===== src/logic/KeystreamPkg.sv =====
// ----------------------------------------------------------
// Keystream package
// Widths, round count and engine state shared by the RTL
// ----------------------------------------------------------
package KeystreamPkg;

    // ----------------------------------------------------------
    // Widths
    // ----------------------------------------------------------

    // Input counter value
    localparam int CounterWidth = 64;

    // Key and one cipher block
    localparam int BlockWidth = 128;

    // Sub-word of a block, four per block
    localparam int WordWidth = 32;

    // Key words cycled through by the rounds
    localparam int KeyWordCount = BlockWidth / WordWidth;

    // ----------------------------------------------------------
    // Cipher schedule
    // ----------------------------------------------------------

    // One round per clock
    localparam int RoundCount = 12;

    // Enough bits to hold 0 to RoundCount-1
    localparam int RoundIndexWidth = $clog2(RoundCount);

    // Key, engine input and engine output
    typedef logic [BlockWidth-1:0] BlockType;

    // Engine state
    typedef enum logic [1:0] {
        Idle,
        Busy,
        Done
    } CipherState;

endpackage


===== src/logic/BlockCipher.sv =====
// ----------------------------------------------------------
// Block cipher engine
// Iterative 12-round ARX cipher, one round per clock
// ----------------------------------------------------------
`timescale 1ns/100ps

module BlockCipher
    import KeystreamPkg::*;
(
    input  logic     Clock,
    input  logic     reset,
    // Start strobe, honoured only in Idle
    input  logic     load,
    // Return to Idle once the result has been taken
    input  logic     unload,
    input  BlockType key,
    input  BlockType blockIn,
    output BlockType blockOut,
    output logic     done
);

    // ----------------------------------------------------------
    // Round function
    // ----------------------------------------------------------

    // Left rotate of one sub-word
    function automatic logic [WordWidth-1:0] rotateLeft(
        input logic [WordWidth-1:0] value,
        input int                   amount
    );
        return (value << amount) | (value >> (WordWidth - amount));
    endfunction

    // One ARX round on words w0..w3, word 0 in the low bits
    function automatic BlockType applyRound(
        input BlockType                   current,
        input BlockType                   roundKey,
        input logic [RoundIndexWidth-1:0] index
    );
        logic [WordWidth-1:0] w0;
        logic [WordWidth-1:0] w1;
        logic [WordWidth-1:0] w2;
        logic [WordWidth-1:0] w3;
        logic [WordWidth-1:0] keyWord;
        w0 = current[0*WordWidth +: WordWidth];
        w1 = current[1*WordWidth +: WordWidth];
        w2 = current[2*WordWidth +: WordWidth];
        w3 = current[3*WordWidth +: WordWidth];
        // Key word picked by round index mod 4
        keyWord = roundKey[WordWidth*(int'(index) % KeyWordCount) +: WordWidth];
        // Add, xor, rotate
        w0 = w0 + w1;
        w3 = rotateLeft(w3 ^ w0, 16);
        w2 = w2 + w3;
        w1 = rotateLeft(w1 ^ w2, 12);
        // Key and round constant mixing
        w0 = w0 ^ keyWord;
        w1 = w1 ^ WordWidth'(index);
        return {w3, w2, w1, w0};
    endfunction

    // ----------------------------------------------------------
    // State
    // ----------------------------------------------------------

    CipherState                 state;
    logic [RoundIndexWidth-1:0] roundIndex;
    // Payload, captured at load
    BlockType                   keyReg;
    BlockType                   block;

    // Control FSM
    always_ff @(posedge Clock) begin
        if (reset) begin
            state      <= Idle;
            roundIndex <= '0;
        end else begin
            case (state)
                Idle: begin
                    if (load) begin
                        state      <= Busy;
                        roundIndex <= '0;
                    end
                end
                Busy: begin
                    roundIndex <= roundIndex + 1'b1;
                    // Last round lands on the 12th edge after load
                    if (roundIndex == RoundIndexWidth'(RoundCount - 1)) begin
                        state <= Done;
                    end
                end
                Done: begin
                    if (unload) begin
                        state <= Idle;
                    end
                end
                default: begin
                    state <= Idle;
                end
            endcase
        end
    end

    // Datapath, one round per Busy cycle
    always_ff @(posedge Clock) begin
        if (state == Idle && load) begin
            keyReg <= key;
            block  <= blockIn;
        end else if (state == Busy) begin
            block <= applyRound(block, keyReg, roundIndex);
        end
    end

    // Held stable through Done
    assign blockOut = block;
    assign done     = (state == Done);

endmodule


===== config.mk =====
export PLATFORM = sky130hd
export DESIGN_NAME = BlockCipher
export DESIGN_NICKNAME = d
export VERILOG_FILES = /design/src/logic/KeystreamPkg.sv /design/src/logic/BlockCipher.sv
export SDC_FILE = /design/constraint.sdc
export NUM_CORES = 1
export LEC_CHECK = 0
export BUFFER_PORTS_ARGS = -buffer_cell sky130_fd_sc_hd__buf_4
export CAP_MARGIN = 5
export CORE_MARGIN = 2
export CORE_UTILIZATION = 40
export DETAILED_ROUTE_END_ITERATION = 10
export GPL_ROUTABILITY_DRIVEN = 0
export HOLD_SLACK_MARGIN = 0.06
export MAX_ROUTING_LAYER = met4
export PLACE_DENSITY_LB_ADDON = 0.08
export SLEW_MARGIN = 0
export SYNTH_ARGS = -nofsm -noshare
export SYNTH_HDL_FRONTEND = slang
export SYNTH_SLANG_ARGS = --single-unit
export TNS_END_PERCENT = 100

===== constraint.sdc =====
create_clock -name Clock -period 12.5 [get_ports Clock]
set_input_delay 2.5 -clock Clock [delete_from_list [all_inputs] [get_ports Clock]]
set_output_delay 2.5 -clock Clock [all_outputs]
set_load 0.01 [all_outputs]

# == Word-level counts from Yosys, hierarchy flattened ==
# Cells that the tools add are included.
# word_totals
input_bits,260
ff_bits,262
# classes
n_mux,8
shifts,1
reduce_logical,6
eq_ne,6
n_bitwise,6
n_addsub,3
# ops
op,n
$mux W128,2
$shiftx A128 B8 Y32,1
$xor A32 B32 Y32,3
$add A32 B32 Y32,2
$or A32 B12 Y32,1
$or A32 B16 Y32,1
$xor A32 B4 Y32,1
$pmux W4 S2,1
$mux W2,3
$ne A2 B2 Y1 const B,3
$pmux W2 S3,1
$add A4 B1 Y4 const B,1
$eq A4 B4 Y1 const B,1
$mux W4,1
$reduce_bool A2 Y1,2
$reduce_and A3 Y1,1
$eq A2 B1 Y1 const B,1
$eq A2 B2 Y1 const B,1
$logic_not A2 Y1,1
$reduce_and A2 Y1,1
$logic_and A1 B1 Y1,1

# == Depth between registers and ports, before layout ==
# logic_depth
ltp_word,9
mapped_depth,22

# == Worst setup path after synthesis ==
# OpenSTA, ideal clock, no wires.
# synth_path
path_kind,input -> register
from,input port load
to,"register keyReg[0], enable pin"
setup_time_ns,0.542
arrival_time_ns,6.612
stages,4
t_required_ns,11.958
path_slack_ns,5.346
path_cell_list,nand2_1 -> inv_1 -> clkbuf_1 -> clkbuf_1
# synth_via
elab_chain_cells,1
# synth_lines
element,line,rtl
from (decl),BlockCipher.sv:13,"input logic load,"
$logic_and A1 B1 Y1,BlockCipher.sv:106,if (state == Idle && load) begin
to (signal assigned),BlockCipher.sv:107,keyReg <= key;
to (decl),BlockCipher.sv:69,BlockType keyReg;
# No other way between the ends.
# A chain may end at the register's enable or synchronous reset.

# == Final worst setup path ==
# layout_path
from,"register block[38], in the netlist blockOut[38]"
to,"register block[36], in the netlist blockOut[36] (data pin)"
# layout_via
elab_chain_cells,9
# layout_lines
element,line,rtl
from (decl),BlockCipher.sv:70,BlockType block;
from (signal assigned),BlockCipher.sv:108,block <= blockIn;
from (signal assigned),BlockCipher.sv:110,"block <= applyRound(block, keyReg, roundIndex);"
$add A32 B32 Y32,BlockCipher.sv:52,w0 = w0 + w1;
$xor A32 B32 Y32,BlockCipher.sv:53,"w3 = rotateLeft(w3 ^ w0, 16);"
$or A32 B16 Y32,BlockCipher.sv:31,return (value << amount) | (value >> (WordWidth - amount));
$add A32 B32 Y32,BlockCipher.sv:54,w2 = w2 + w3;
$xor A32 B32 Y32,BlockCipher.sv:55,"w1 = rotateLeft(w1 ^ w2, 12);"
$or A32 B12 Y32,BlockCipher.sv:31,
$xor A32 B4 Y32,BlockCipher.sv:58,w1 = w1 ^ WordWidth'(index);
$mux W128,BlockCipher.sv:109,end else if (state == Busy) begin
$mux W128,BlockCipher.sv:106,
# No other way between the ends. The select of a mux whose other input is x is not followed.

==> summary.txt <==
Worst Path Max Fanout - 8
CTS-repair resized insts - 0
Worst Hold End - roundIndex[2]$_SDFFE_PP0P_
P&R area growth vs syn - 30.38%
Max transition margin - 29.02%
CTS tree - built
Worst Setup Start Kind - flop
Req. time, crit path - 12790 ps
arrival time worst endpoint - 7320 ps
nets@finish - 1930
Routed WL - 49.06 mm
first-pass GRT wire length - 70.61 mm
setup violators final - 0
period utilisation layout - 56.23%
DRC - 0
worst r2r dst - blockOut[36]$_DFFE_PP_
worst-margin pin slew - 1065 ps
YS warnings - 0
die area - 37420 um^2
status - finished clean
Post-synth EDFFs - 256
number of nets with antenna violations after routing - 0
vias per inst - 5.325
Sequential Area - 7810 um^2
# IOs - 389
most common flop cell mapped by yosys - edfxtp_1
Setup crit start - blockOut[38]$_DFFE_PP_
Final Max Tran Viols - 0
gr usage total - 26.31%
fmax - 0.1423 GHz
worst setup path category - reg -> reg
CORE AREA - 35480 um^2
mean area per synthesized cell - 11.69 um^2
critical path, cell by cell - ha_1 -> a21oi_1 -> nand2b_1 -> o21ai_0 -> o211ai_1 -> a21oi_1 -> o21ai_0 -> a211oi_1 -> xor2_1 -> ha_1 -> a21oi_1 -> o21ai_0 -> or2_2 -> a211oi_1 -> nor2_1 -> and3_1 -> o31ai_1 -> xor2_1 -> o21ai_0
# clock sinks - 262
root buffer cell - clkbuf_16
Final HPWL DP - 38.41 mm
share of cells above drive strength 1 - 31.06%
DRT Pass-1 Iters - 5
area of the multi-input gates - 6276 um^2
Starting Density - 40.46%
Post-CTS Hold Fix Bufs - 0
# Post-CTS Setup Buffers - 0
sequential-to-total area share from yosys stat - 54.38%
Remaining Overflow, GRT - 0
most used cell, CP - o21ai_0
DR WL/cell - 23.43 um
Mapped Area - 14360 um^2
site row count - 69
Die H - 193.5 um
Inserted Clock Buffers - 31
Net Count, Synth - 1554
vias in the first global route - 11.15k
Crit path max-delay family - compound AO/OA/AOI/OAI gates
I/O Buffers - 388
hold wc startpoint - roundIndex[2]$_SDFFE_PP0P_
Yosys cell types - 60
detailed router's first-iteration violation count - 894
minimum clock period - 7029 ps
Vias - 11.15k
worst hold path class - reg -> reg
initial antenna violation count - 4
Post-Syn Instances - 1228
reg2reg path depth - 19
Max-cap violations - 0
skew final - 14.22 ps
#FFs+latches synth - 262
CTS Buffer Depth - 3
H-tree depth - 1
r2r setup slk - 5470 ps
Hold Path Depth - 2
Worst path depth - 19
number of fill cells - 3222
RSZ-0062 raised after global routing - no
Die Wd - 193.5 um
worst reg2reg startpoint - blockOut[38]$_DFFE_PP_
Clk pin slew, worst setup/hold paths - 60 ps
setup_tns - 0 ps
worst path bufs/invs - 0
largest net degree at the start of global routing - 162
Fin. Hold Viols - 0
Crit. End Element - flop
share of synthesized registers carrying an async set or reset - 0%
worst stage delay on the critical path - 600 ps
Clock Latency Late Sink - 580 ps
Critical-path top delay cell - a211oi_1
==> Yosys cell counts, drive strengths merged, types with 17 or more instances <==
cell    number  area share [%]
a21o        26             1.4
a21oi      102             3.6
clkbuf      38             1.0
edfxtp     256              54
ha          64             5.6
inv         22            0.58
mux4        32             5.0
nand2      151             3.9
nand3       17            0.59
nor2       127             3.3
o21ai       71             2.5
xnor2       95             5.8
xor2        59             3.6
==> cell type report <==
| class | instances | area share, % |
|---|---|---|
| antenna | 4 | 0.05348 |
| multi-input combinational | 894 | 33.53 |
| clock buffer | 35 | 4.225 |
| tap | 461 | 3.082 |
| inverter | 22 | 0.4947 |
| clock inverter | 23 | 1.130 |
| sequential | 262 | 41.72 |
| timing repair buffer | 393 | 15.76 |
==> placed cells by master, fill, tap and decap left out, types with 17 or more instances in the layout <==
master	count
buf_4	393
edfxtp_1	256
nand2_1	150
nor2_1	127
a21oi_1	102
xnor2_1	95
o21ai_0	71
ha_1	64
xor2_1	59
mux4_2	32
clkbuf_16	31
a21o_1	26
inv_1	20
nand3_1	17
==> per-layer routing <==
| metal | up-vias | share of wire, % | GRT usage [%] |
|---|---|---|---|
| met5 | - | 0 | - |
| met2 | 482 | 47 | 42.01 |
| met3 | 70 | 10 | 7.985 |
| met1 | 5313 | 40 | 32.38 |
| li1 | 5285 | - | - |
| met4 | 0 | 2.6 | 7.464 |
==> through the flow <==
stage	hold WS, ps	cells	util [%]	area (um^2)	setup slack (ps)
2_1_floorplan	471.7	1228	-	14360	5346
3_3_place_gp	510.9	2032	49.90	17710	5705
3_5_place_dp	524.9	2032	49.90	17710	5708
4_1_cts	531.7	2090	52.72	18710	5647
5_1_grt	570.4	2094	52.75	18720	5186
6_report	529.5	2094	52.75	18720	5471
==> flip-flops by register name, indices dropped and copies added, names as in the netlist <==
name and cells:
keyReg 128, blockOut 128, roundIndex 4, state 2
==> logic make-up after synthesis <==
group | after synthesis | synth area share, %
and+or+nand+nor | 353 | 10.39
muxes | 50 | 6.441
DFF | 262 | 54.38
buffers and inverters | 72 | 1.952
AOI/OAI and AO/OA | 269 | 11.26
adders and majority gates | 66 | 5.857
xor gates and xnor gates | 156 | 9.718
==> worst reg2reg max path, cell delays in order, from the launching register on <==
cell and delay, ps:
edfxtp_1 500, ha_1 410, a21oi_1 310, nand2b_1 90, o21ai_0 420, o211ai_1 230, a21oi_1 460, o21ai_0 270
a211oi_1 600, xor2_1 560, ha_1 450, a21oi_1 210, o21ai_0 120, or2_2 300, a211oi_1 570, nor2_1 150
and3_1 220, o31ai_1 350, xor2_1 380, o21ai_0 130
==> worst max path at each step <==
stage                        endpoint
2_1_floorplan     keyReg[0]$_DFFE_PP_
3_3_place_gp   blockOut[36]$_DFFE_PP_
3_5_place_dp   blockOut[36]$_DFFE_PP_
4_1_cts        blockOut[36]$_DFFE_PP_
5_1_grt        blockOut[36]$_DFFE_PP_
6_report       blockOut[36]$_DFFE_PP_
Power is not shown: default switching activity piles up to over one toggle a cycle in this logic, so the estimate is an artifact.
