<file path="config.mk">
export PLATFORM = sky130hd
export DESIGN_NAME = SlotDispatcher
export DESIGN_NICKNAME = d
export VERILOG_FILES = /design/src/logic/SlotDispatcher.sv
export SDC_FILE = /design/constraint.sdc
export NUM_CORES = 1
export LEC_CHECK = 0
export ABC_AREA = 1
export BUFFER_PORTS_ARGS = -buffer_cell sky130_fd_sc_hd__buf_2
export CAP_MARGIN = 10
export CORE_AREA = 2 2 39 41
export CTS_CLUSTER_DIAMETER = 40
export DETAILED_ROUTE_END_ITERATION = 10
export DIE_AREA = 0 0 41 43
export PLACE_DENSITY_LB_ADDON = 0.2
export SLEW_MARGIN = 10
export SYNTH_ARGS = -nofsm -noshare
export SYNTH_HDL_FRONTEND = slang
export SYNTH_SLANG_ARGS = --single-unit
</file>
<file path="constraint.sdc">
create_clock -name Clock -period 3.79 [get_ports Clock]
set_clock_uncertainty 0.1 [all_clocks]
set_input_delay 0.5685 -clock Clock [delete_from_list [all_inputs] [get_ports Clock]]
set_output_delay 0.5685 -clock Clock [all_outputs]
set_load 0.1 [all_outputs]
</file>
<file path="src/logic/SlotDispatcher.sv">
// ----------------------------------------------------------
// Slot dispatcher
// Counts occupancy, walks the input turn, issues load strobes
// ----------------------------------------------------------
`timescale 1ns/100ps

module SlotDispatcher #(
    parameter int SlotCount = 4
) (
    input  logic                 Clock,
    input  logic                 reset,
    input  logic                 dataInValid,
    input  logic                 keyValid,
    // One result left on the output bus this cycle
    input  logic                 outputTaken,
    output logic                 dataInReady,
    // One strobe per slot, shared by all lanes of that slot
    output logic [SlotCount-1:0] slotLoad
);

    // ----------------------------------------------------------
    // Local widths
    // ----------------------------------------------------------

    localparam int TurnWidth      = $clog2(SlotCount);
    // Must reach SlotCount itself
    localparam int OccupancyWidth = $clog2(SlotCount + 1);

    logic [OccupancyWidth-1:0] occupancy;
    logic [TurnWidth-1:0]      inTurn;
    logic                      accept;

    // ----------------------------------------------------------
    // Acceptance
    // ----------------------------------------------------------

    // Slots retire in order, so the turn slot is free whenever
    // fewer than SlotCount requests are outstanding
    assign dataInReady = (occupancy < OccupancyWidth'(SlotCount));

    // Needs both the counter and the key
    assign accept = dataInValid && keyValid && dataInReady;

    // Strobe the turn slot only
    always_comb begin
        slotLoad = '0;
        if (accept) begin
            slotLoad[inTurn] = 1'b1;
        end
    end

    // ----------------------------------------------------------
    // Occupancy count
    // ----------------------------------------------------------

    always_ff @(posedge Clock) begin
        if (reset) begin
            occupancy <= '0;
        end else begin
            case ({accept, outputTaken})
                2'b10: begin
                    occupancy <= occupancy + 1'b1;
                end
                2'b01: begin
                    occupancy <= occupancy - 1'b1;
                end
                // Accept and output together cancel out
                default: begin
                    occupancy <= occupancy;
                end
            endcase
        end
    end

    // ----------------------------------------------------------
    // Input turn
    // ----------------------------------------------------------

    // Wraps at SlotCount, not at a power of two
    always_ff @(posedge Clock) begin
        if (reset) begin
            inTurn <= '0;
        end else if (accept) begin
            if (inTurn == TurnWidth'(SlotCount - 1)) begin
                inTurn <= '0;
            end else begin
                inTurn <= inTurn + 1'b1;
            end
        end
    end

endmodule

</file>
# Yosys cells after proc, flatten, opt, wreduce, memory -nomap -nowiden
# Index checks and enable logic that the tools add are counted.
[totals]
regBits = 5
inputBits = 5
output_inout_bits = 5
wordCells = 20
[op_classes]
n_addsub = 3
order_cmp = 3
eq_ne = 3
muxes = 5
n_reduce_logical = 4
[op_table]
columns = ["cell", "count"]
rows = [
  ["one-hot mux 3 bit (2 select lines)", 1],
  ["== test 2 bit, second input constant", 2],
  ["two-way mux 4 bit", 1],
  ["adder 3 x 1 -> 3 bit, second input constant", 1],
  ["logical AND 1 bit", 3],
  ["< comparator 2 x 3 -> 1 bit, second input constant", 1],
  ["< comparator 3 bit, second input constant", 1],
  ["subtractor 3 x 1 -> 3 bit, second input constant", 1],
  ["adder 2 x 1 -> 2 bit, second input constant", 1],
  ["demux 1 bit (select 2 bit)", 1],
  ["== test 2 x 1 -> 1 bit, second input constant", 1],
  ["greater-or-equal comparator 2 x 1 -> 1 bit, second input constant", 1],
  ["two-way mux 2 bit", 1],
  ["nonzero test 2 bit", 1],
  ["two-way mux 1 bit", 1],
]

# Longest topological paths before layout
# Gate-level depths: netlist of run 1.
[logic_depth]
depth_word = 5
depth_mapped = 11
depth_no_buf = 11

# Worst setup path before layout of run 1
# Ideal clock, no wire load.
[synth_path]
path_kind = "reg2out"
startpoint = "register occupancy[2]"
endpoint = "output port slotLoad[0]"
arrival_time_ns = 2.160
required_time_ns = 3.122
setup_slack_ns = 0.962
stages_incl_launch_ff = 4
cell_sequence = "dfxtp_1 inv_2 nand3_4 nor2_1"
[synth_between]
elab_chain_cells = 3
[synth_lines]
columns = ["item", "line_no", "rtl"]
rows = [
  ["start, declared", "29", "logic [OccupancyWidth-1:0] occupancy;"],
  ["start signal, assigned", "62", "occupancy <= occupancy + 1'b1;"],
  ["start signal, assigned", "65", "occupancy <= occupancy - 1'b1;"],
  ["start signal, assigned", "69", "occupancy <= occupancy;"],
  ["< comparator 3 bit", "39", "assign dataInReady = (occupancy < OccupancyWidth'(SlotCount));"],
  ["via dataInReady", "16", "output logic dataInReady,"],
  ["logical AND 1 bit", "42", "assign accept = dataInValid && keyValid && dataInReady;"],
  ["two-way mux 4 bit", "47", "if (accept) begin"],
  ["end, declared", "18", "output logic [SlotCount-1:0] slotLoad"],
]
# The timed path passes the listed nets, and every way through them passes these cells.

# Worst setup path in the final report of run 1
[layout_path]
startpoint = "register inTurn[0]"
endpoint = "output port slotLoad[2]"
[layout_between]
elab_chain_cells = 5
elab_cells_between_ends = 6
classes_between = "2 x order compare; 3 x mux; 1 x reduce/logical"
[layout_lines]
columns = ["item", "line_no", "rtl"]
rows = [
  ["start, declared", "30", "logic [TurnWidth-1:0] inTurn;"],
  ["start signal, assigned", "87", "inTurn <= inTurn + 1'b1;"],
  ["< comparator 2 x 3 -> 1 bit (not written as such) or greater-or-equal comparator 2 x 1 -> 1 bit (tied branches)", "48", "slotLoad[inTurn] = 1'b1;"],
  ["logical AND 1 bit (not written as such)", "48", ""],
  ["two-way mux 1 bit (not written as such)", "48", ""],
  ["demux 1 bit (select 2 bit) (*)", "48", ""],
  ["two-way mux 4 bit (*)", "47", ""],
]
# Every way passes the cells marked *; elsewhere a longest branch is shown, timed or not.

==> results_dict.tcl, run 1 <==
set metrics [dict create \
    outcome "completed" \
    wire_per_inst_um 7.55 \
    setup_viol 0 \
    holdBufCountCts 0 \
    syn_area_per_cell_um2 7.37 \
    sw_frac_of_total_pct 38.3 \
    max-cap-violations 0 \
    path_common_cell "inv_1" \
    tightest_slew_ps 485 \
    vias 303 \
    critPathLaunchType "register" \
    path_clk_slew_ps 50 \
    rsz0062_at_grt "false" \
    powerDensity_nw_per_um2 430 \
    die_h_um 43 \
    switchingPower_mw 0.0721 \
    die_w_um 41 \
    hold_start "occupancy[0]$_SDFFE_PP0P_" \
    fp.coreArea_um2 1380 \
    cpPeakStageDelay_ps 430 \
    rrSetupSlack_ps 2150 \
    netlist_area_um2 347 \
    fmax_mhz 484 \
    routed_wl_um 574 \
    fin_cells 76 \
    synth_most_common_cell "inv_1" \
    grt_pass1_vias 280 \
    cts_tree "yes" \
    antenna_found_initial 0 \
    drive_above_1_share_pct 25.0 \
    hp-class "reg -> reg" \
    synth_area_leader_cell "dfxtp_1" \
    htreeDepth 1 \
    grt.overflow.total 0 \
    drtIter0Drc 3 \
    fill_cells 162 \
    p_clk_share_pct 32.5 \
    seq_area_frac_synth_pct 28.9 \
    end_kind "output port" \
    design.die.area_um2 1760 \
    hold-worst-slack_ps 415 \
    seqPwrFrac_pct 33.4 \
    grt_max_degree 10 \
    ios 10 \
    yosys_warnings 0 \
    io_buffers 9 \
    drc 0 \
    leakage_nw 0.236 \
    rows 14 \
    critPathSlowestCell "buf_2" \
    drv_slew 0 \
    diodes 0 \
    pwr-share-comb_pct 34.0 \
    async_flop_share_pct 0 \
    ys_ff_latch 5 \
    cts_num_sinks 5 \
    dp_hpwl_um 479 \
    synthTopCellsByCount "13 x inv_1, 6 x nor2_1, 5 x dfxtp_1, 5 x ha_1, 5 x nand2_1" \
    initial_utilization_pct 25.0 \
    ys_types 13 \
    place_congestion 0.593 \
    hold_viol 0 \
    final_util_pct 31.6 \
    fin_nets 72 \
    via_per_inst 3.99 \
    reg2reg_from "occupancy[2]$_SDFFE_PP0P_" \
    grt_pass1_wl_mm 1.03 \
    post-cts-setup-buffers 0 \
    cts_resized 0 \
    ctsLongestPathBuffers 2 \
    p_int_mw 0.116 \
    worstPathMaxFanout 4 \
    syn2layout_area_growth_pct 26.4 \
    min_period_ps 2060 \
    peakVddDrop_v 0.000197 \
    synth.area.top_cells "dfxtp_1 29%, ha_1 18%, inv_1 14%" \
    slew_headroom_pct 67.9 \
    required_ps 3120 \
    syn-num-nets 58 \
    crit_type "reg -> out" \
    synth_cells 47 \
    worst_skew_pair.late_latency_ps 240 \
    cp-startpoint "inTurn[0]$_SDFFE_PP0P_" \
    post-route-period-util_pct 54.5 \
    grtUsageTotal_pct 8.86 \
    cts_made_buffers 3 \
    synth_top_flop_cell "dfxtp_1" \
    worstPathCellList "inv_1 -> ha_1 -> inv_1 -> nor2_1 -> buf_2" \
    critPathArrivalTime_ps 1400 \
    ant_nets 0 \
    tns_ps 0 \
    netlist.area_leader.share_pct 28.9 \
    firstDrtPassIters 2 \
    numPlacedInstances 72 \
    ctsRootBufferMaster "clkbuf_4" \
    synth-edff-count 0 \
]
## registers in the layout, summed over array words and instances, names as in the netlist
register,flops
occupancy,3
inTurn,2
## worst max-delay path, delay by kind of cell, from the launching register on
kind / cells / cell delay, ps
buffers and inverters: 3 / 590
DFF: 1 / 320
adders and majority gates: 1 / 160
and+or+nand+nor: 1 / 80
## metal layers
layer / routed length [um] / track usage (%)
met3: 43 / 6.28
met1: 232 / 9.09
met4: 0 / 4.00
met5: 0 / 0
met2: 298 / 13.1
## logic make-up after synthesis
logic type,share of synthesized area [%]
AOI/OAI and AO/OA,10.1
adders and majority gates,23.8
buffers and inverters,15.2
DFF,28.9
and+or+nand+nor,22.0
## cells in the final DEF, fill, tap and decap left out, types with 3 or more instances in the layout
master	instances
o21ai_0	3
clkbuf_4	3
nor2_1	6
a21oi_1	4
ha_1	5
nand2_1	5
dfxtp_1	5
inv_1	13
buf_2	9
## final cells by class
class                      count  area (um^2)  share of cell area [%]
multi-input combinational     28          194                    44.3
clock buffer                   4         26.3                    6.00
sequential                     5          100                    22.9
tap                           16         20.0                    4.57
inverter                      14         52.6                    12.0
timing repair buffer           9         45.0                    10.3
## power by group through the flow
stage	Sequential, mW	Combinational [mW]	Clock, mW
after floorplan	0.0633	0.0534	0
after global placement	0.0640	0.0648	0
after detailed placement	0.0641	0.0652	0
after CTS	0.0631	0.0654	0.0645
after global routing	0.0636	0.0728	0.0686
final	0.0630	0.0641	0.0613
## worst paths after layout
path / end / cells after the start
worst max-delay path: slotLoad[2] / 5
worst min-delay path: occupancy[0]$_SDFFE_PP0P_ / 2
worst max register to register: occupancy[2]$_SDFFE_PP0P_ / 11
worst min register to register: occupancy[0]$_SDFFE_PP0P_ / 2
## stage by stage
stage | worst slack [ps] | power (mW) | cell area (um^2)
detailed placement | 1780 | 0.129 | 412
global placement | 1780 | 0.129 | 412
floorplan | 962 | 0.117 | 347
finish | 1730 | 0.188 | 438
CTS | 1700 | 0.193 | 438
global route | 1600 | 0.205 | 438
No activity file was read; power rests on OpenSTA's default activity.
==> run 2, diff against run 1 <==
ABC_AREA = 0   (was 1)
clock period = 2.1 ns   (was 3.79 ns; I/O delays follow)
==> run 2 against run 1 <==
- sequential power rose by 95%
- utilization rose by 2.4 points
- first-iteration DRC count down 67%
- cell count fell by 9.2%
- global-route usage is 0.32 points lower
- synthesized cell count shrank 21%
- total power grew 97%
- clock-buffer cell count unchanged
- clock power increased by 81%
- non-clock buffer count grew 3
- critical path depth up 4
==> results_dict.tcl, run 2 <==
set metrics [dict create \
    die_w_um 41 \
    fill_cells 158 \
    fmax_mhz 520 \
    wire_per_inst_um 7.78 \
    synth_area_leader_cell "dfxtp_1" \
    drive_above_1_share_pct 52.8 \
    rows 14 \
    tightest_slew_ps 485 \
    design_area_um2 472 \
    rsz0062_at_grt "false" \
    total_power_mw 0.372 \
    netlist_area_um2 334 \
    netlist.area_leader.share_pct 30.0 \
    drv_slew 0 \
    required_ps 2170 \
    use_met2_pct 11.6 \
    synth-edff-count 0 \
    die_h_um 43 \
    syn-num-nets 48 \
    leakage_nw 0.226 \
    max-cap-violations 0 \
    fin_cells 69 \
    reg2reg_from "occupancy[2]$_SDFFE_PP0P_" \
    ctsLongestPathBuffers 2 \
    powerDensity_nw_per_um2 788 \
    initial_utilization_pct 24.1 \
    setup_viol 0 \
    layout_common_cells "9 x buf_2, 5 x inv_1" \
    via_per_inst 4.01 \
    seq_area_frac_synth_pct 30.0 \
    largest_register_ffs 3 \
    yosys_warnings 0 \
    drtIter0Drc 1 \
    hp-class "in -> reg" \
    antenna_found_initial 0 \
    r2r_end "occupancy[2]$_SDFFE_PP0P_" \
    syn_area_per_cell_um2 9.03 \
    fp.coreArea_um2 1380 \
    synth_cells 37 \
    worst_skew_pair.late_latency_ps 240 \
    gr-max-usage-layer "met2" \
    rrSetupSlack_ps 180 \
    io_buffers 9 \
    synth_top_flop_cell "dfxtp_1" \
    grt_max_degree 6 \
    reg_top3 "occupancy: 3 flops, inTurn: 2 flops" \
    ctsRootBufferMaster "clkbuf_4" \
    cp-startpoint "occupancy[2]$_SDFFE_PP0P_" \
    use_met1_pct 10.6 \
    worst_r2r_path_depth 9 \
    cts_tree "yes" \
    grtUsageTotal_pct 8.54 \
    slew_headroom_pct 67.9 \
    ys_types 16 \
    synthTopCellsByCount "5 x dfxtp_1, 5 x ha_1, 5 x inv_1, 4 x and2_2, 4 x nor2_1" \
    critPathCapture "occupancy[2]$_SDFFE_PP0P_" \
    regMostFlops "occupancy" \
    cts_num_sinks 5 \
    hold-worst-slack_ps 205 \
    path_clk_slew_ps 40 \
    post-route-period-util_pct 91.5 \
    grt_pass1_vias 261 \
    worstPathMaxFanout 3 \
    numPlacedInstances 65 \
    drc 0 \
    firstDrtPassIters 2 \
    peakVddDrop_v 0.000366 \
    grt_use_met3_pct 6.28 \
    min_period_ps 1920 \
    diodes 0 \
    grt_pass1_wl_mm 1.01 \
    mostFrequentLayoutCell "buf_2" \
    synth.area.top_cells "dfxtp_1 30%, ha_1 19%, and2_2 9.0%" \
    ant_nets 0 \
    dp_hpwl_um 456 \
    critPathLaunchType "register" \
    ys_ff_latch 5 \
    async_flop_share_pct 0 \
    design.die.area_um2 1760 \
    routed_wl_um 537 \
    end_kind "register" \
    outcome "completed" \
    vias 277 \
    critPathArrivalTime_ps 1990 \
    place_congestion 0.682 \
    final_util_pct 34.1 \
    ios 10 \
    htreeDepth 1 \
    fin_nets 65 \
    hold_viol 0 \
    whs_path_depth 2 \
    crit_type "reg -> reg" \
    grt.overflow.total 0 \
    syn2layout_area_growth_pct 41.2 \
    holdBufCountCts 0 \
    cts_made_buffers 3 \
    placed_cell_area_um2 433 \
]
[run 2: where the power goes]
part	switching (mW)	internal (mW)
sequential	0.0129	0.110
combinational	0.0873	0.0504
clock	0.0391	0.0718
total	0.139	0.233
[run 2: per-layer routing]
layer / up-vias / part of all wire (%)
met2: 9 / 41
li1: 149 / -
met4: 0 / 0
met1: 119 / 48
met5: - / 0
met3: 0 / 10
[run 2: logic make-up after synthesis]
kind of cell / after synthesis / share of synthesized area [%]
fa+ha+maj: 6 / 24.7
simple gates: 12 / 22.1
compound gates: 4 / 7.12
xor+xnor: 2 / 5.24
mux: 1 / 3.00
buf+inv: 7 / 7.87
flops: 5 / 30.0
[run 2: worst max-delay path, stage by stage (launching register included)]
cell and delay, ps:
dfxtp_4 370, inv_8 30, and3_4 140, inv_2 50, ha_2 170, inv_1 50, fa_2 340, xor2_1 150
or3_4 330, a21oi_2 130
[run 2: worst min path at each step]
stage	slack [ps]	end	start
3_5_place_dp	390	occupancy[1]$_SDFFE_PP0P_	occupancy[1]$_SDFFE_PP0P_
4_1_cts	200	inTurn[0]$_SDFFE_PP0P_	reset
2_1_floorplan	270	occupancy[2]$_SDFFE_PP0P_	reset
5_1_grt	200	occupancy[2]$_SDFFE_PP0P_	reset
3_3_place_gp	380	occupancy[1]$_SDFFE_PP0P_	occupancy[1]$_SDFFE_PP0P_
6_report	210	occupancy[2]$_SDFFE_PP0P_	reset
[run 2: through the flow]
step	setup TNS, ps	setup slack [ps]
final	0	178
after global routing	0	92.5
after CTS	0	24.4
after detailed placement	-2.65	-2.65
after global placement	0	0.211
after floorplan	0	2.44
[run 2: timing repair]
action / 4_1_cts / 5_1_grt
setup endpoints to repair: 0 / 1
buffers inserted: 0 / 0
resized for setup: 0 / 4
endpoints found under the hold margin: 0 / 0
[run 2: final cells by class]
class	count	area, um^2	area share, %
sequential	5	104	22.0
inverter	7	33.8	7.16
multi-input combinational	25	220	46.7
tap	16	20.0	4.24
clock buffer	4	26.3	5.57
timing repair buffer	12	67.6	14.3
==> run 3, diff against run 2 <==
ABC_AREA = 1   (was 0)
CELL_PAD_IN_SITES_DETAIL_PLACEMENT = 2   (was unset)
CELL_PAD_IN_SITES_GLOBAL_PLACEMENT = 2   (was unset)
CORE_AREA = unset   (was 2 2 39 41)
CORE_UTILIZATION = 25   (was unset)
DIE_AREA = unset   (was 0 0 41 43)
SETUP_SLACK_MARGIN = 0.2   (was unset)
==> run 3 against run 2 <==
- routed wire length rose by 51%
- fmax grew 6.4%
- sequential share of layout area rose by 0.14 points
- sequential power down 7%
- cell count is 8.7% higher
- die area fell by 13%
- critical path depth shrank 4
- critical path type is now reg -> out
- highest routed layer is now met4
==> results_dict.tcl, run 3 (same netlist as run 1, synthesis figures left out) <==
set metrics [dict create \
    grtUsageTotal_pct 12.8 \
    end_kind "output port" \
    place_congestion 0.599 \
    die_w_um 39.2 \
    layout_setup_ws_ps 294 \
    routed-wl-met3_um 27 \
    top_layer "met4" \
    ctsRootBufferMaster "clkbuf_4" \
    grt_max_degree 10 \
    hold_viol 0 \
    min_period_ps 1810 \
    slew_headroom_pct 68.0 \
    regMostFlops "occupancy" \
    die_h_um 39.2 \
    firstDrtPassIters 2 \
    numPlacedInstances 71 \
    cts_tree "yes" \
    dp_hpwl_um 699 \
    dp_slack_ps 277 \
    setup_viol 0 \
    outcome "completed" \
    fin_nets 72 \
    ant_nets 0 \
    crit_type "reg -> out" \
    drive_above_1_share_pct 31.7 \
    grt.overflow.total 0 \
    max-cap-violations 0 \
    peakVddDrop_v 0.000257 \
    required_ps 1680 \
    ctsLongestPathBuffers 2 \
    rsz0062_at_grt "false" \
    wire_per_inst_um 10.8 \
    ios 10 \
    cts_made_buffers 3 \
    hp-class "in -> reg" \
    reg_top3 "occupancy: 3 flops, inTurn: 2 flops" \
    tightest_slew_ps 484 \
    grt_pass1_wl_mm 1.23 \
    leakage_nw 0.234 \
    critPathArrivalTime_ps 1390 \
    layout_common_cells "13 x inv_1, 7 x buf_2" \
    design.die.area_um2 1540 \
    routed_wl_um 813 \
    drc 0 \
    rows 13 \
    syn2layout_area_growth_pct 30.3 \
    fmax_mhz 554 \
    worst_skew_pair.late_latency_ps 240 \
    holdBufCountCts 0 \
    path_clk_slew_ps 50 \
    vias 341 \
    htreeDepth 1 \
    largest_register_ffs 3 \
    m1WireLength_um 319 \
    drtIter0Drc 4 \
    fin_cells 75 \
    via_per_inst 4.55 \
    diodes 0 \
    antenna_found_initial 0 \
    mostFrequentLayoutCell "inv_1" \
    fp.coreArea_um2 1300 \
    cts_num_sinks 5 \
    post-route-period-util_pct 86.0 \
    critPathLaunchType "register" \
    drv_slew 0 \
    powerDensity_nw_per_um2 777 \
    initial_utilization_pct 26.6 \
    total_power_mw 0.351 \
    io_buffers 9 \
    hold-worst-slack_ps 281 \
    worstPathMaxFanout 3 \
    wl_met2_um 446 \
    grt_pass1_vias 309 \
]
==> run 3: cell types whose count changed in the layout (fill, tap and decap cells not counted), sizes merged, moves of 4 or more <==
cell / previous run / this run
and2: 4 / 0
buf: 12 / 7
inv: 7 / 14
nand2: 1 / 6
==> run 3: layout make-up <==
cell class | instances | area [um^2]
Timing Repair Buffer | 9 | 50.0
Clock buffer | 4 | 26.3
Inverter | 14 | 52.6
Sequential cell | 5 | 100
Fill cell | 160 | 850
Multi-Input combinational cell | 28 | 204
Tap cell | 15 | 18.8
==> run 3: what timing repair did <==
item,CTS,global route
endpoints found under the setup margin,0,2
resized for setup,0,2
setup buffers,0,0
==> run 3: report_power, final <==
| part | total [mW] | internal (mW) | switching, mW |
|---|---|---|---|
| Sequential | 0.114 | 0.107 | 0.00688 |
| Clock | 0.112 | 0.0719 | 0.0406 |
| Combinational | 0.124 | 0.0317 | 0.0924 |
| Total | 0.351 | 0.211 | 0.140 |
==> run 3: metrics by stage <==
step	setup TNS, ps	utilization, %	area, um^2
floorplan	-153	-	357
global placement	0	32.3	420
detailed placement	0	32.3	420
CTS	0	34.3	447
global route	0	34.7	452
finish	0	34.7	452
==> run 3: path summary, 6_finish.rpt <==
check / from / endpoint / slack, ps / cells after the start
min reg2reg: occupancy[0]$_SDFFE_PP0P_ / occupancy[0]$_SDFFE_PP0P_ / 420 / 2
min: reset / occupancy[2]$_SDFFE_PP0P_ / 280 / 4
max reg2reg: occupancy[2]$_SDFFE_PP0P_ / occupancy[2]$_SDFFE_PP0P_ / 350 / 10
max: inTurn[1]$_SDFFE_PP0P_ / slotLoad[1] / 290 / 5
==> run 3: layer usage <==
layer	global-route usage, %	vias up
li1	-	167
met1	12.1	162
met2	22.5	8
met3	1.73	4
met4	12.9	0
met5	0	-
==> run 3: critical path, stage by stage (launching register included) <==
cell and delay (ps):
dfxtp_1 320, inv_1 110, ha_1 160, inv_1 50, nor2_2 80, buf_2 420
