==> src/logic/KeystreamPkg.sv <==
// ----------------------------------------------------------
// Keystream package
// Widths, round count and engine state shared by the RTL
// ----------------------------------------------------------
package KeystreamPkg;

    // ----------------------------------------------------------
    // Widths
    // ----------------------------------------------------------

    // Input counter value
    localparam int CounterWidth = 64;

    // Key and one cipher block
    localparam int BlockWidth = 128;

    // Sub-word of a block, four per block
    localparam int WordWidth = 32;

    // Key words cycled through by the rounds
    localparam int KeyWordCount = BlockWidth / WordWidth;

    // ----------------------------------------------------------
    // Cipher schedule
    // ----------------------------------------------------------

    // One round per clock
    localparam int RoundCount = 12;

    // Enough bits to hold 0 to RoundCount-1
    localparam int RoundIndexWidth = $clog2(RoundCount);

    // Key, engine input and engine output
    typedef logic [BlockWidth-1:0] BlockType;

    // Engine state
    typedef enum logic [1:0] {
        Idle,
        Busy,
        Done
    } CipherState;

endpackage

==> src/logic/OutputArbiter.sv <==
// ----------------------------------------------------------
// Output arbiter
// Hands the shared output bus to finished slots in turn
// ----------------------------------------------------------
`timescale 1ns/100ps

module OutputArbiter
    import KeystreamPkg::*;
#(
    parameter int SlotCount = 4,
    parameter int LaneCount = 2
) (
    input  logic                                   Clock,
    input  logic                                   reset,
    // Lane 0 done level of each slot
    input  logic [SlotCount-1:0]                   slotDone,
    // All lanes of all slots, slot-major
    input  logic [SlotCount*LaneCount*BlockWidth-1:0] slotResults,
    output logic [LaneCount*BlockWidth-1:0]        dataOut,
    output logic                                   dataOutValid,
    // Sends the granted slot back to Idle
    output logic [SlotCount-1:0]                   slotRelease,
    output logic                                   outputTaken
);

    localparam int TurnWidth  = $clog2(SlotCount);
    // Bits occupied by one slot on the results bus
    localparam int SlotWidth  = LaneCount * BlockWidth;

    logic [TurnWidth-1:0] outTurn;
    logic                 grant;

    // ----------------------------------------------------------
    // Grant
    // ----------------------------------------------------------

    // Only the slot at the turn may drive the bus
    assign grant = slotDone[outTurn];

    // Turn slot's lanes, valid only with grant
    assign dataOut      = slotResults[outTurn*SlotWidth +: SlotWidth];
    assign dataOutValid = grant;
    assign outputTaken  = grant;

    // Single cycle release, engine is Idle on the next edge
    assign slotRelease = grant ? (SlotCount'(1) << outTurn) : '0;

    // ----------------------------------------------------------
    // Output turn
    // ----------------------------------------------------------

    always_ff @(posedge Clock) begin
        if (reset) begin
            outTurn <= '0;
        end else if (grant) begin
            if (outTurn == TurnWidth'(SlotCount - 1)) begin
                outTurn <= '0;
            end else begin
                outTurn <= outTurn + 1'b1;
            end
        end
    end

endmodule

==> config.mk <==
export PLATFORM = sky130hd
export DESIGN_NAME = OutputArbiter
export DESIGN_NICKNAME = d
export VERILOG_FILES = /design/src/logic/KeystreamPkg.sv /design/src/logic/OutputArbiter.sv
export SDC_FILE = /design/constraint.sdc
export NUM_CORES = 1
export LEC_CHECK = 0
export ABC_AREA = 1
export BUFFER_PORTS_ARGS = -buffer_cell sky130_fd_sc_hd__buf_4
export CORE_AREA = 2 2 509 511
export DETAILED_ROUTE_END_ITERATION = 12
export DIE_AREA = 0 0 511 513
export GPL_ROUTABILITY_DRIVEN = 1
export PLACE_DENSITY = 0.3
export SETUP_SLACK_MARGIN = 0.1
export SLEW_MARGIN = 20
export SYNTH_ARGS = -nofsm -noshare
export SYNTH_HDL_FRONTEND = slang
export SYNTH_SLANG_ARGS = --single-unit
==> constraint.sdc <==
create_clock -name Clock -period 1.5 [get_ports Clock]
set_input_delay 0.3 -clock Clock [delete_from_list [all_inputs] [get_ports Clock]]
set_output_delay 0.3 -clock Clock [all_outputs]
set_load 0.005 [all_outputs]
Yosys cells after proc, flatten, opt, wreduce, memory -nomap -nowiden

Cells that the tools add are included.
W data, S select, Z words.

Add/subtract/negate cells: 1
$lt $le $gt $ge: 1
Eq/ne operators: 1
Shift operators: 2
Multiplexer cells: 4

Operator list:

| operator               | number |
|---|---|
| $shiftx A1024 B11 Y256 | 1 |
| $mux W4                | 1 |
| $shl A1 B2 Y4 const A  | 1 |
| $lt A2 B3 Y1 const B   | 1 |
| $add A2 B1 Y2 const B  | 1 |
| $bmux W1 S2            | 1 |
| $eq A2 B2 Y1 const B   | 1 |
| $mux W2                | 1 |
| $mux W1                | 1 |

Register bits after elaboration: 2
Input port bits: 1,030
Output and inout bits: 262
Logic and storage cells: 10

Longest topological paths before layout

Gate-level depths: netlist of the first run.

Word-level depth: 3
Mapped depth: 8
Depth with buffers taken out: 6

Worst setup path after synthesis of the first run

Ideal clock, no wire load.

Path type: register -> output
Start: register outTurn[0]
End: output slotRelease[0]
Arrival time: 1.249 ns
Slack: -0.049 ns
Stages on the path, launching flop included: 9
Path buffers: 4
Cells stage by stage: dfxtp_1 buf_4 inv_2 buf_6 buf_6 buf_4 ha_1 inv_1 nor2_1

Cells in the longest elaborated chain, start to end: 3
Elaborated cells on any way between the ends: 4
Those cells by class: shift (1); mux (3)

Ends and longest elaborated chain:

| element                       | RTL line            | RTL |
|---|---|---|
| start, declared               | OutputArbiter.sv:30 | `logic [TurnWidth-1:0] outTurn;` |
| start signal, assigned        | OutputArbiter.sv:59 | `outTurn <= outTurn + 1'b1;` |
| $bmux W1 S2                   | OutputArbiter.sv:38 | `assign grant = slotDone[outTurn];` |
| $mux W1 (not written as such) | OutputArbiter.sv:38 |  |
| $mux W4 *                     | OutputArbiter.sv:46 | `assign slotRelease = grant ? (SlotCount'(1) << outTurn) : '0;` |
| end, declared                 | OutputArbiter.sv:22 | `output logic [SlotCount-1:0] slotRelease,` |

Every way passes the cells marked *; elsewhere a longest branch is shown, timed or not. The select of a mux whose other input is x is not followed.

Worst setup path in the final report of the first run

Start: register outTurn[0]
End: output dataOut[42]

Cells in the longest elaborated chain, start to end: 1

Ends and longest elaborated chain:

| element                | RTL line            | RTL |
|---|---|---|
| $shiftx A1024 B11 Y256 | OutputArbiter.sv:41 | `assign dataOut = slotResults[outTurn*SlotWidth +: SlotWidth];` |
| end, declared          | OutputArbiter.sv:19 | `output logic [LaneCount*BlockWidth-1:0] dataOut,` |

No other way between the ends.

==> flow_summary.yaml, run 1 <==
status:
  status: "finished with violations"
  violations: "negative setup slack"
setup_path:
  cp.arrival_ns: 1.82
  path_class: "flop to output pin"
  worstPathRequired_ns: 1.20
  worstReg2RegStart: "outTurn[0]"
  cp-end-kind: "output pin"
  startpoint_type: "flop"
  r2r_slack_ns: -0.31
  r2r-end: "outTurn[0]"
  cp_max_fo: 15
  r2r_cells: 10
layout:
  largest_register_ffs: 2
  area_growth_pct: 253
  fin_area_um2: 25300
  final_util_pct: 9.87
  final_cells: 6315
  final_nets: 3866
  top_register: "outTurn"
  drive_above_1_share_pct: 59.9
  reg_top3: "outTurn (2)"
yosys:
  syn_inst: 1489
  ys_warn_count: 0
  synth.distinct_cells: 16
  ys_seq_area_share_pct: 0.559
  synth_seq_cells: 2
  synthTopCellsByArea: "o21ai_0 (36%), nor2_1 (27%), o22ai_1 (22%)"
  synth_top_cell_by_area: "o21ai_0"
  netlist_area_um2: 7160
  avgSynthCellArea_um2: 4.81
  synth_top_area_share_pct: 35.6
  synth_nets: 2523
timing:
  timing.hold.ws_ns: 0.395
  slew_viol_final: 0
  rsz0062_at_grt: "yes"
  fin_worst_skew_ns: 0.000570
  max_freq_mhz: 473
  tns_ns: -132.30
  worst_slew_pin_slew_ns: 0.569
  slew-limit-headroom_pct: 61.7
  setup_ws_ns: -0.616
  hold_viol: 0
  setup_viol: 264
  final.min_clock_period_ns: 2.12
  period_share_pct: 141
power:
  switchingPower_mw: 25.1
  switching_share_pct: 56.9
  power_mw: 44.1
  p_seq_share_pct: 0.3
  power_leakage_nw: 10.5
  combPwrFrac_pct: 98.8
  ir_worst_vdd_mv: 0.759
  clkPwrFrac_pct: 0.9
  power_density_nw_per_um2: 1740
  p_int_mw: 19.0
worst_hold_path:
  min_to: "outTurn[1]"
  holdCritStartpoint: "reset"
  min_path_type: "input pin to flop"
  hold_depth: 4
die:
  die_area_um2: 262000
  die_w_um: 511
  io_pins: 1292
  die_h_um: 513
  core.rowCount: 186
  coreArea_um2: 256000
  start_util_pct: 2.79
clock_tree:
  path_clk_slew_ns: 0.03
  root_buffer: "clkbuf_16"
  postCtsHoldBufs: 0
  clkSinkCount: 2
  clock_latency_ns: 0.22
  cts_max_level: 1
  cts_tree: "done"
  cts_inserted_buffers: 3
  clk_path_buf_depth: 2
route:
  firstDrtPassIters: 5
  drcViolationCount: 0
  wl_mm: 250
  dr_total_vias: 20314
  viasPerCell: 3.22
  drt-initial-drc-count: 1527
  antenna_left: 0
  wl_per_cell_um: 39.7
place:
  portBuffers: 1291
  place_inst: 6110
  dp_slack_ns: -0.761
  dp_hpwl_mm: 218
  gp_congestion: 1.07
  placedInstanceArea_um2: 21800
global_routing:
  antenna_found_initial: 382
  grt_first_pass_wirelength_mm: 287
  grt_overflow: 0
  grt_pass1_vias: 18988
  grt_max_degree: 68
  grt_use_total_pct: 17.8
job:
  cap_violations: 0
power groups by stage:
stage          combinational (mW)  clock, mW  sequential (mW)
2_1_floorplan                11.3          0            0.119
3_3_place_gp                 34.1          0            0.126
3_5_place_dp                 34.1          0            0.128
4_1_cts                      40.6      0.406            0.127
5_1_grt                      45.4      0.413            0.132
6_report                     43.5      0.399            0.127
cell usage in the layout (no fill, tap or decap), types with 8 or more instances in the layout:
cell type,n
inv_1,8
nor2_1,483
buf_4,1342
o21ai_2,67
buf_6,46
clkbuf_16,17
o22ai_1,205
o22ai_2,49
o21ai_4,19
diode_2,101
o21ai_1,108
o21ai_0,318
buf_16,43
nor2_4,10
buf_12,55
nor2_2,25
logic make-up (layout without fill, tap and decap cells):
family / count (synthesis) / after routing / share of synthesized area, %
flops: 2 / 2 / 0.559
fa+ha+maj: 4 / 4 / 0.699
buf+inv: 184 / 1525 / 12.7
simple gates: 529 / 529 / 27.8
compound gates: 770 / 770 / 58.3
other cells: 0 / 101 / 0
cell type report:
type / count / area (µm²)
diodes: 101 / 253
clock buffers: 3 / 75.1
fillers: 30287 / 231000
inverters: 13 / 104
multi-input cells: 1303 / 7180
flip-flops and latches: 2 / 47.5
well taps: 3384 / 4230
repair buffers: 1506 / 13300
repair inverters: 3 / 61.3
cell usage after synthesis, drive strengths merged:
cell type,count
clkbuf,112
o21ai,512
buf,59
a21oi,2
nor2,518
inv,13
dfxtp,2
ha,4
o22ai,256
nand2,8
nand3,3
worst max path at each step:
stage,startpoint,to,slack [ns],cells past startpoint
finish,outTurn[0],dataOut[42],-0.62,7
global route,outTurn[0],dataOut[38],-0.65,8
CTS,outTurn[0],dataOut[156],-0.64,6
detailed placement,outTurn[0],dataOut[250],-0.76,6
global placement,outTurn[0],dataOut[250],-0.72,6
floorplan,outTurn[0],dataOut[100],0.08,7
critical path: stages (launching register included):
cell,delay (ns)
dfxtp_4,0.37
buf_12,0.16
buf_12,0.16
clkinv_16,0.10
buf_16,0.19
nor2_1,0.28
o22ai_1,0.15
buf_4,0.15
layer usage:
metal | up-vias | track usage (%) | wire length (µm)
met2 | 1706 | 28.9 | 112000
met5 | - | 0 | 2320
li1 | 8199 | - | -
met3 | 720 | 13.9 | 42900
met1 | 9347 | 17.6 | 83700
met4 | 342 | 4.33 | 9170
what timing repair did:
action / CTS / global route
pin swaps: 33 / 29
gates cloned: 28 / 17
resized for setup: 275 / 255
setup endpoints to repair: 264 / 264
setup buffers: 36 / 22
Note: power is estimated with default switching activity, not from simulation.
==> run 2: changes to the inputs <==
==> constraint.sdc (replaced) <==
create_clock -name Clock -period 1.5 [get_ports Clock]
set_input_delay 0.075 -clock Clock [delete_from_list [all_inputs] [get_ports Clock]]
set_output_delay 0.075 -clock Clock [all_outputs]
set_load 0.005 [all_outputs]
==> run 2 against run 1 <==
The flow still finishes with violations (negative setup slack). Non-clock buffer count increased by 110. Worst hold slack worse by 0.29 ns. Count of clock-buffer cells in the layout unchanged. Combinational power rose by 7.6%. Setup slack gained 0.12 ns. Final area grew 4.8%. Total power is 7.5% higher. Core utilization grew 0.48 points. Largest cell class unchanged. Highest routed layer unchanged.
==> flow_summary.yaml, run 2 (synthesis gave the netlist of run 1 again) <==
power:
  p_int_mw: 21.3
  p_seq_share_pct: 0.4
  clkPwrFrac_pct: 0.9
  power_leakage_nw: 11.2
  switchingPower_mw: 26.1
  power_density_nw_per_um2: 1790
  switching_share_pct: 55.0
  combPwrFrac_pct: 98.8
  ir_worst_vdd_mv: 0.659
  power_mw: 47.4
place:
  dp_slack_ns: -1.06
  gp_congestion: 1.08
  placedInstanceArea_um2: 22400
  dp_hpwl_mm: 208
  portBuffers: 1291
global_routing:
  grt_first_pass_wirelength_mm: 274
  grt_pass1_vias: 19561
  grt_overflow: 0
  antenna_found_initial: 338
  grt_max_degree: 40
  grt_use_total_pct: 16.7
timing:
  slew_viol_final: 0
  setup_viol: 264
  period_share_pct: 133
  final.min_clock_period_ns: 1.99
  worst_slew_pin_slew_ns: 0.527
  fin_worst_skew_ns: 0.000587
  slew-limit-headroom_pct: 64.8
  rsz0062_at_grt: "yes"
  hold_viol: 0
  setup_ws_ns: -0.491
  max_freq_mhz: 502
  timing.hold.ws_ns: 0.104
worst_hold_path:
  min_path_type: "input pin to flop"
clock_tree:
  clock_latency_ns: 0.22
  clkSinkCount: 2
  postCtsHoldBufs: 0
  path_clk_slew_ns: 0.03
  cts_max_level: 1
  clk_path_buf_depth: 2
  root_buffer: "clkbuf_16"
  cts_tree: "done"
  cts_inserted_buffers: 3
layout:
  fill_cells: 30172
  reg_top3: "outTurn (2)"
  fin_area_um2: 26500
  ff_latch_area_um2: 47.5
  final_util_pct: 10.3
  largest_register_ffs: 2
  multi_input_area_um2: 7560
  area_growth_pct: 270
  drive_above_1_share_pct: 62.9
  top_register: "outTurn"
  layout_commonest_cell: "buf_4"
  final_cell_mix: "buf_4 (1416), nor2_1 (478), o21ai_0 (335), o22ai_1 (156), o21ai_1 (98)"
  final_nets: 3973
status:
  status: "finished with violations"
  violations: "negative setup slack"
route:
  wl_mm: 234
  firstDrtPassIters: 5
  wl_per_cell_um: 36.5
  drt-initial-drc-count: 1476
  antenna_left: 0
  viasPerCell: 3.16
  drcViolationCount: 0
  dr_total_vias: 20231
die:
  die_area_um2: 262000
  coreArea_um2: 256000
  die_w_um: 511
  die_h_um: 513
  start_util_pct: 2.79
  io_pins: 1292
  core.rowCount: 186
setup_path:
  worstPathRequired_ns: 1.42
  cp-end-kind: "output pin"
  cp_max_fo: 21
  startpoint_type: "flop"
  path_class: "flop to output pin"
  cp.arrival_ns: 1.92
job:
  cap_violations: 0
[run 2: stage by stage]
stage                     instances  TNS [ns]
after floorplan                1489         0
after global placement         6215    -60.60
after detailed placement       6215    -60.67
after CTS                      6283    -90.24
after global routing           6339    -99.84
final                          6405    -84.98
[run 2: layer usage]
layer  up-vias  GRT usage [%]  wire length (µm)
met5         -              0              2090
met4       306           1.95              4430
met3       566           12.9             39100
met2      1559           26.9            103000
met1      9396           17.7             85400
li1       8404              -                 -
[run 2: final timing paths]
path | startpoint | endpoint | slack (ns) | cells past startpoint
worst min register to register | outTurn[1] | outTurn[0] | 0.96 | 5
worst max-delay path | outTurn[0] | dataOut[187] | -0.49 | 6
worst min-delay path | reset | outTurn[0] | 0.10 | 4
worst max register to register | outTurn[0] | outTurn[1] | -0.19 | 6
[run 2: critical path, stage by stage, from the launching register on]
cell	delay [ns]
dfxtp_4	0.42
inv_16	0.10
buf_16	0.19
buf_16	0.19
nor2_1	0.42
o22ai_1	0.17
buf_4	0.16
[run 2: timing repair]
action                     CTS  global route
resized for setup          390           227
setup endpoints to repair  264           264
gates cloned                27            14
pin swaps                   39            24
setup buffers               42            25
[run 2: power groups by stage]
| stage | Clock [mW] | Combinational [mW] | Sequential [mW] |
|---|---|---|---|
| 2_1_floorplan | 0 | 11.1 | 0.110 |
| 3_3_place_gp | 0 | 36.9 | 0.155 |
| 3_5_place_dp | 0 | 36.7 | 0.157 |
| 4_1_cts | 0.412 | 44.1 | 0.182 |
| 5_1_grt | 0.420 | 49.1 | 0.188 |
| 6_report | 0.406 | 46.8 | 0.183 |
[run 2: area by class of cell]
class	instances	area share, %
repair buffers	1616	54.0
diodes	84	0.793
well taps	3384	16.0
flip-flops and latches	2	0.179
inverters	13	0.283
clock buffers	3	0.283
multi-input cells	1303	28.5
==> run 3: changes to the inputs <==
--- a/config.mk
+++ b/config.mk
@@ -5,11 +5,10 @@
 export SDC_FILE = /design/constraint.sdc
 export NUM_CORES = 1
 export LEC_CHECK = 0
-export ABC_AREA = 1
 export BUFFER_PORTS_ARGS = -buffer_cell sky130_fd_sc_hd__buf_4
-export CORE_AREA = 2 2 509 511
+export CORE_AREA = 2 2 501 503
 export DETAILED_ROUTE_END_ITERATION = 12
-export DIE_AREA = 0 0 511 513
+export DIE_AREA = 0 0 503 505
 export GPL_ROUTABILITY_DRIVEN = 1
 export PLACE_DENSITY = 0.3
 export SETUP_SLACK_MARGIN = 0.1
==> run 3 against run 2 <==
The flow still finishes with violations (negative setup slack). Synthesized cell count decreased by 77%. Final area shrank 16%. Count of clock-buffer cells in the layout unchanged. Final cell count is 20% lower. Largest power group unchanged. Highest routed layer unchanged.
==> flow_summary.yaml, run 3 <==
route:
  wl_mm: 225
  wl_per_cell_um: 44.2
  drt-initial-drc-count: 1319
  drcViolationCount: 0
  viasPerCell: 2.62
  firstDrtPassIters: 4
  dr_total_vias: 13363
  antenna_left: 0
die:
  die_h_um: 505
  core.rowCount: 183
  coreArea_um2: 248000
  start_util_pct: 2.58
  io_pins: 1292
  die_w_um: 503
  die_area_um2: 254000
power:
  power_mw: 13.5
  clkPwrFrac_pct: 3.0
  ir_worst_vdd_mv: 0.268
  switchingPower_mw: 6.19
  power_leakage_nw: 8.64
  p_seq_share_pct: 0.7
  power_density_nw_per_um2: 611
  p_int_mw: 7.34
  switching_share_pct: 45.7
  combPwrFrac_pct: 96.3
yosys:
  synth-simple-area-share_pct: 0.547
  yosysMostFrequentCell: "mux4_2"
  synthMuxAreaShare_pct: 90.7
  synthTopCellsByArea: "mux4_2 (90%), buf_6 (4.2%), buf_2 (2.4%)"
  ys_warn_count: 0
  synth_ff_type: "dfxtp_1"
  ys_seq_area_share_pct: 0.626
  synth_top_area_share_pct: 90.1
  synth_top_family_by_area: "multiplexers"
  synth_top_cell_by_area: "mux4_2"
  syn_inst: 336
  async_reset_ff_share_pct: 0
  synth_nets: 1370
  synth_seq_cells: 2
  synth-edff-count: 0
  netlist_area_um2: 6400
  avgSynthCellArea_um2: 19.0
  synth_xor_xnor_area_share_pct: 0
  synth.distinct_cells: 14
  synth_commonest_cells: "mux4_2 (256), buf_2 (31), buf_6 (24)"
  synth-compound-area-share_pct: 0.215
  synthAdderAreaFrac_pct: 0.782
clock_tree:
  root_buffer: "clkbuf_16"
  path_clk_slew_ns: 0.03
  clock_latency_ns: 0.22
  cts_tree: "done"
  clk_path_buf_depth: 2
  cts_max_level: 1
  clkSinkCount: 2
  cts_inserted_buffers: 3
  postCtsHoldBufs: 0
layout:
  drive_above_1_share_pct: 99.4
  top_register: "outTurn"
  fill_cells: 29001
  final_nets: 2705
  reg_top3: "outTurn (2)"
  layout_commonest_cell: "buf_4"
  area_growth_pct: 246
  fin_area_um2: 22100
  final_cell_mix: "buf_4 (1211), mux4_2 (256), buf_6 (131), buf_12 (22), buf_16 (16)"
  largest_register_ffs: 2
timing:
  hold_viol: 0
  slew-limit-headroom_pct: 76.6
  tns_ns: -97.63
  slew_viol_final: 0
  setup_viol: 263
  fin_worst_skew_ns: 0.00106
  rsz0062_at_grt: "yes"
  worst_slew_pin_slew_ns: 0.350
  period_share_pct: 132
  timing.hold.ws_ns: 0.0375
  setup_ws_ns: -0.487
  max_freq_mhz: 503
  final.min_clock_period_ns: 1.99
setup_path:
  worstPathRequired_ns: 1.42
  cp-end-kind: "output pin"
  cp.arrival_ns: 1.91
  path_class: "flop to output pin"
  cp_max_fo: 14
  startpoint_type: "flop"
place:
  placedInstanceArea_um2: 20600
  portBuffers: 1291
  gp_congestion: 1.11
  dp_hpwl_mm: 217
  dp_slack_ns: -0.348
global_routing:
  grt_pass1_vias: 12585
  grt_first_pass_wirelength_mm: 252
  grt_overflow: 0
  antenna_found_initial: 372
  grt_max_degree: 32
  grt_use_total_pct: 16.9
status:
  violations: "negative setup slack"
  status: "finished with violations"
worst_hold_path:
  min_path_type: "input pin to flop"
job:
  cap_violations: 0
==> run 3: critical path, cell delays in order, from the launching register on <==
cell and delay [ns]:
dfxtp_4 0.37, buf_12 0.20, buf_16 0.20, mux4_2 0.60
buf_4 0.18
==> run 3: worst paths after layout <==
kind         slack [ns]  cells past startpoint        from      endpoint
min                0.04                      2       reset    outTurn[1]
min reg2reg        0.79                      3  outTurn[1]    outTurn[1]
max               -0.49                      4  outTurn[0]  dataOut[139]
max reg2reg       -0.09                      6  outTurn[0]    outTurn[0]
==> run 3: final cells by class <==
cell class	instances	area (µm²)	share of cell area, %
Timing Repair Buffer	1389	11600	52.4
Multi-Input combinational cell	272	5960	26.9
Tap cell	3330	4170	18.8
Antenna cell	105	263	1.19
Clock buffer	3	75.1	0.339
Sequential cell	2	47.5	0.215
Inverter	3	16.3	0.0735
==> run 3: cells by family after synthesis <==
kind of cell	Yosys count
compound gates	2
fa+ha+maj	4
buf+inv	62
flops	2
mux	260
simple gates	6
==> run 3: per-layer routing <==
metal / global-route usage, % / vias up / routed length [µm]
met5: 0 / - / 2270
met4: 3.34 / 318 / 7270
met3: 13.8 / 642 / 40600
met2: 26.8 / 1484 / 98600
met1: 17.2 / 6354 / 76600
li1: - / 4565 / -
==> run 3: power by group through the flow <==
stage	registers (mW)	logic [mW]	clock network, mW
after floorplan	0.0686	3.73	0
after global placement	0.0903	12.0	0
after detailed placement	0.0903	12.0	0
after CTS	0.0911	12.9	0.410
after global routing	0.0934	13.4	0.414
final	0.0930	13.0	0.404
==> run 3: what timing repair did <==
item | CTS | global route
gates cloned | 6 | 4
setup buffers | 14 | 15
setup endpoints to repair | 264 | 264
pin swaps | 2 | 2
resized for setup | 138 | 50
==> run 3: metrics by stage <==
step / cells / util [%]
2_1_floorplan: 336 / -
3_3_place_gp: 4958 / 8.29
3_5_place_dp: 4958 / 8.29
4_1_cts: 4981 / 8.66
5_1_grt: 5024 / 8.84
6_report: 5104 / 8.92
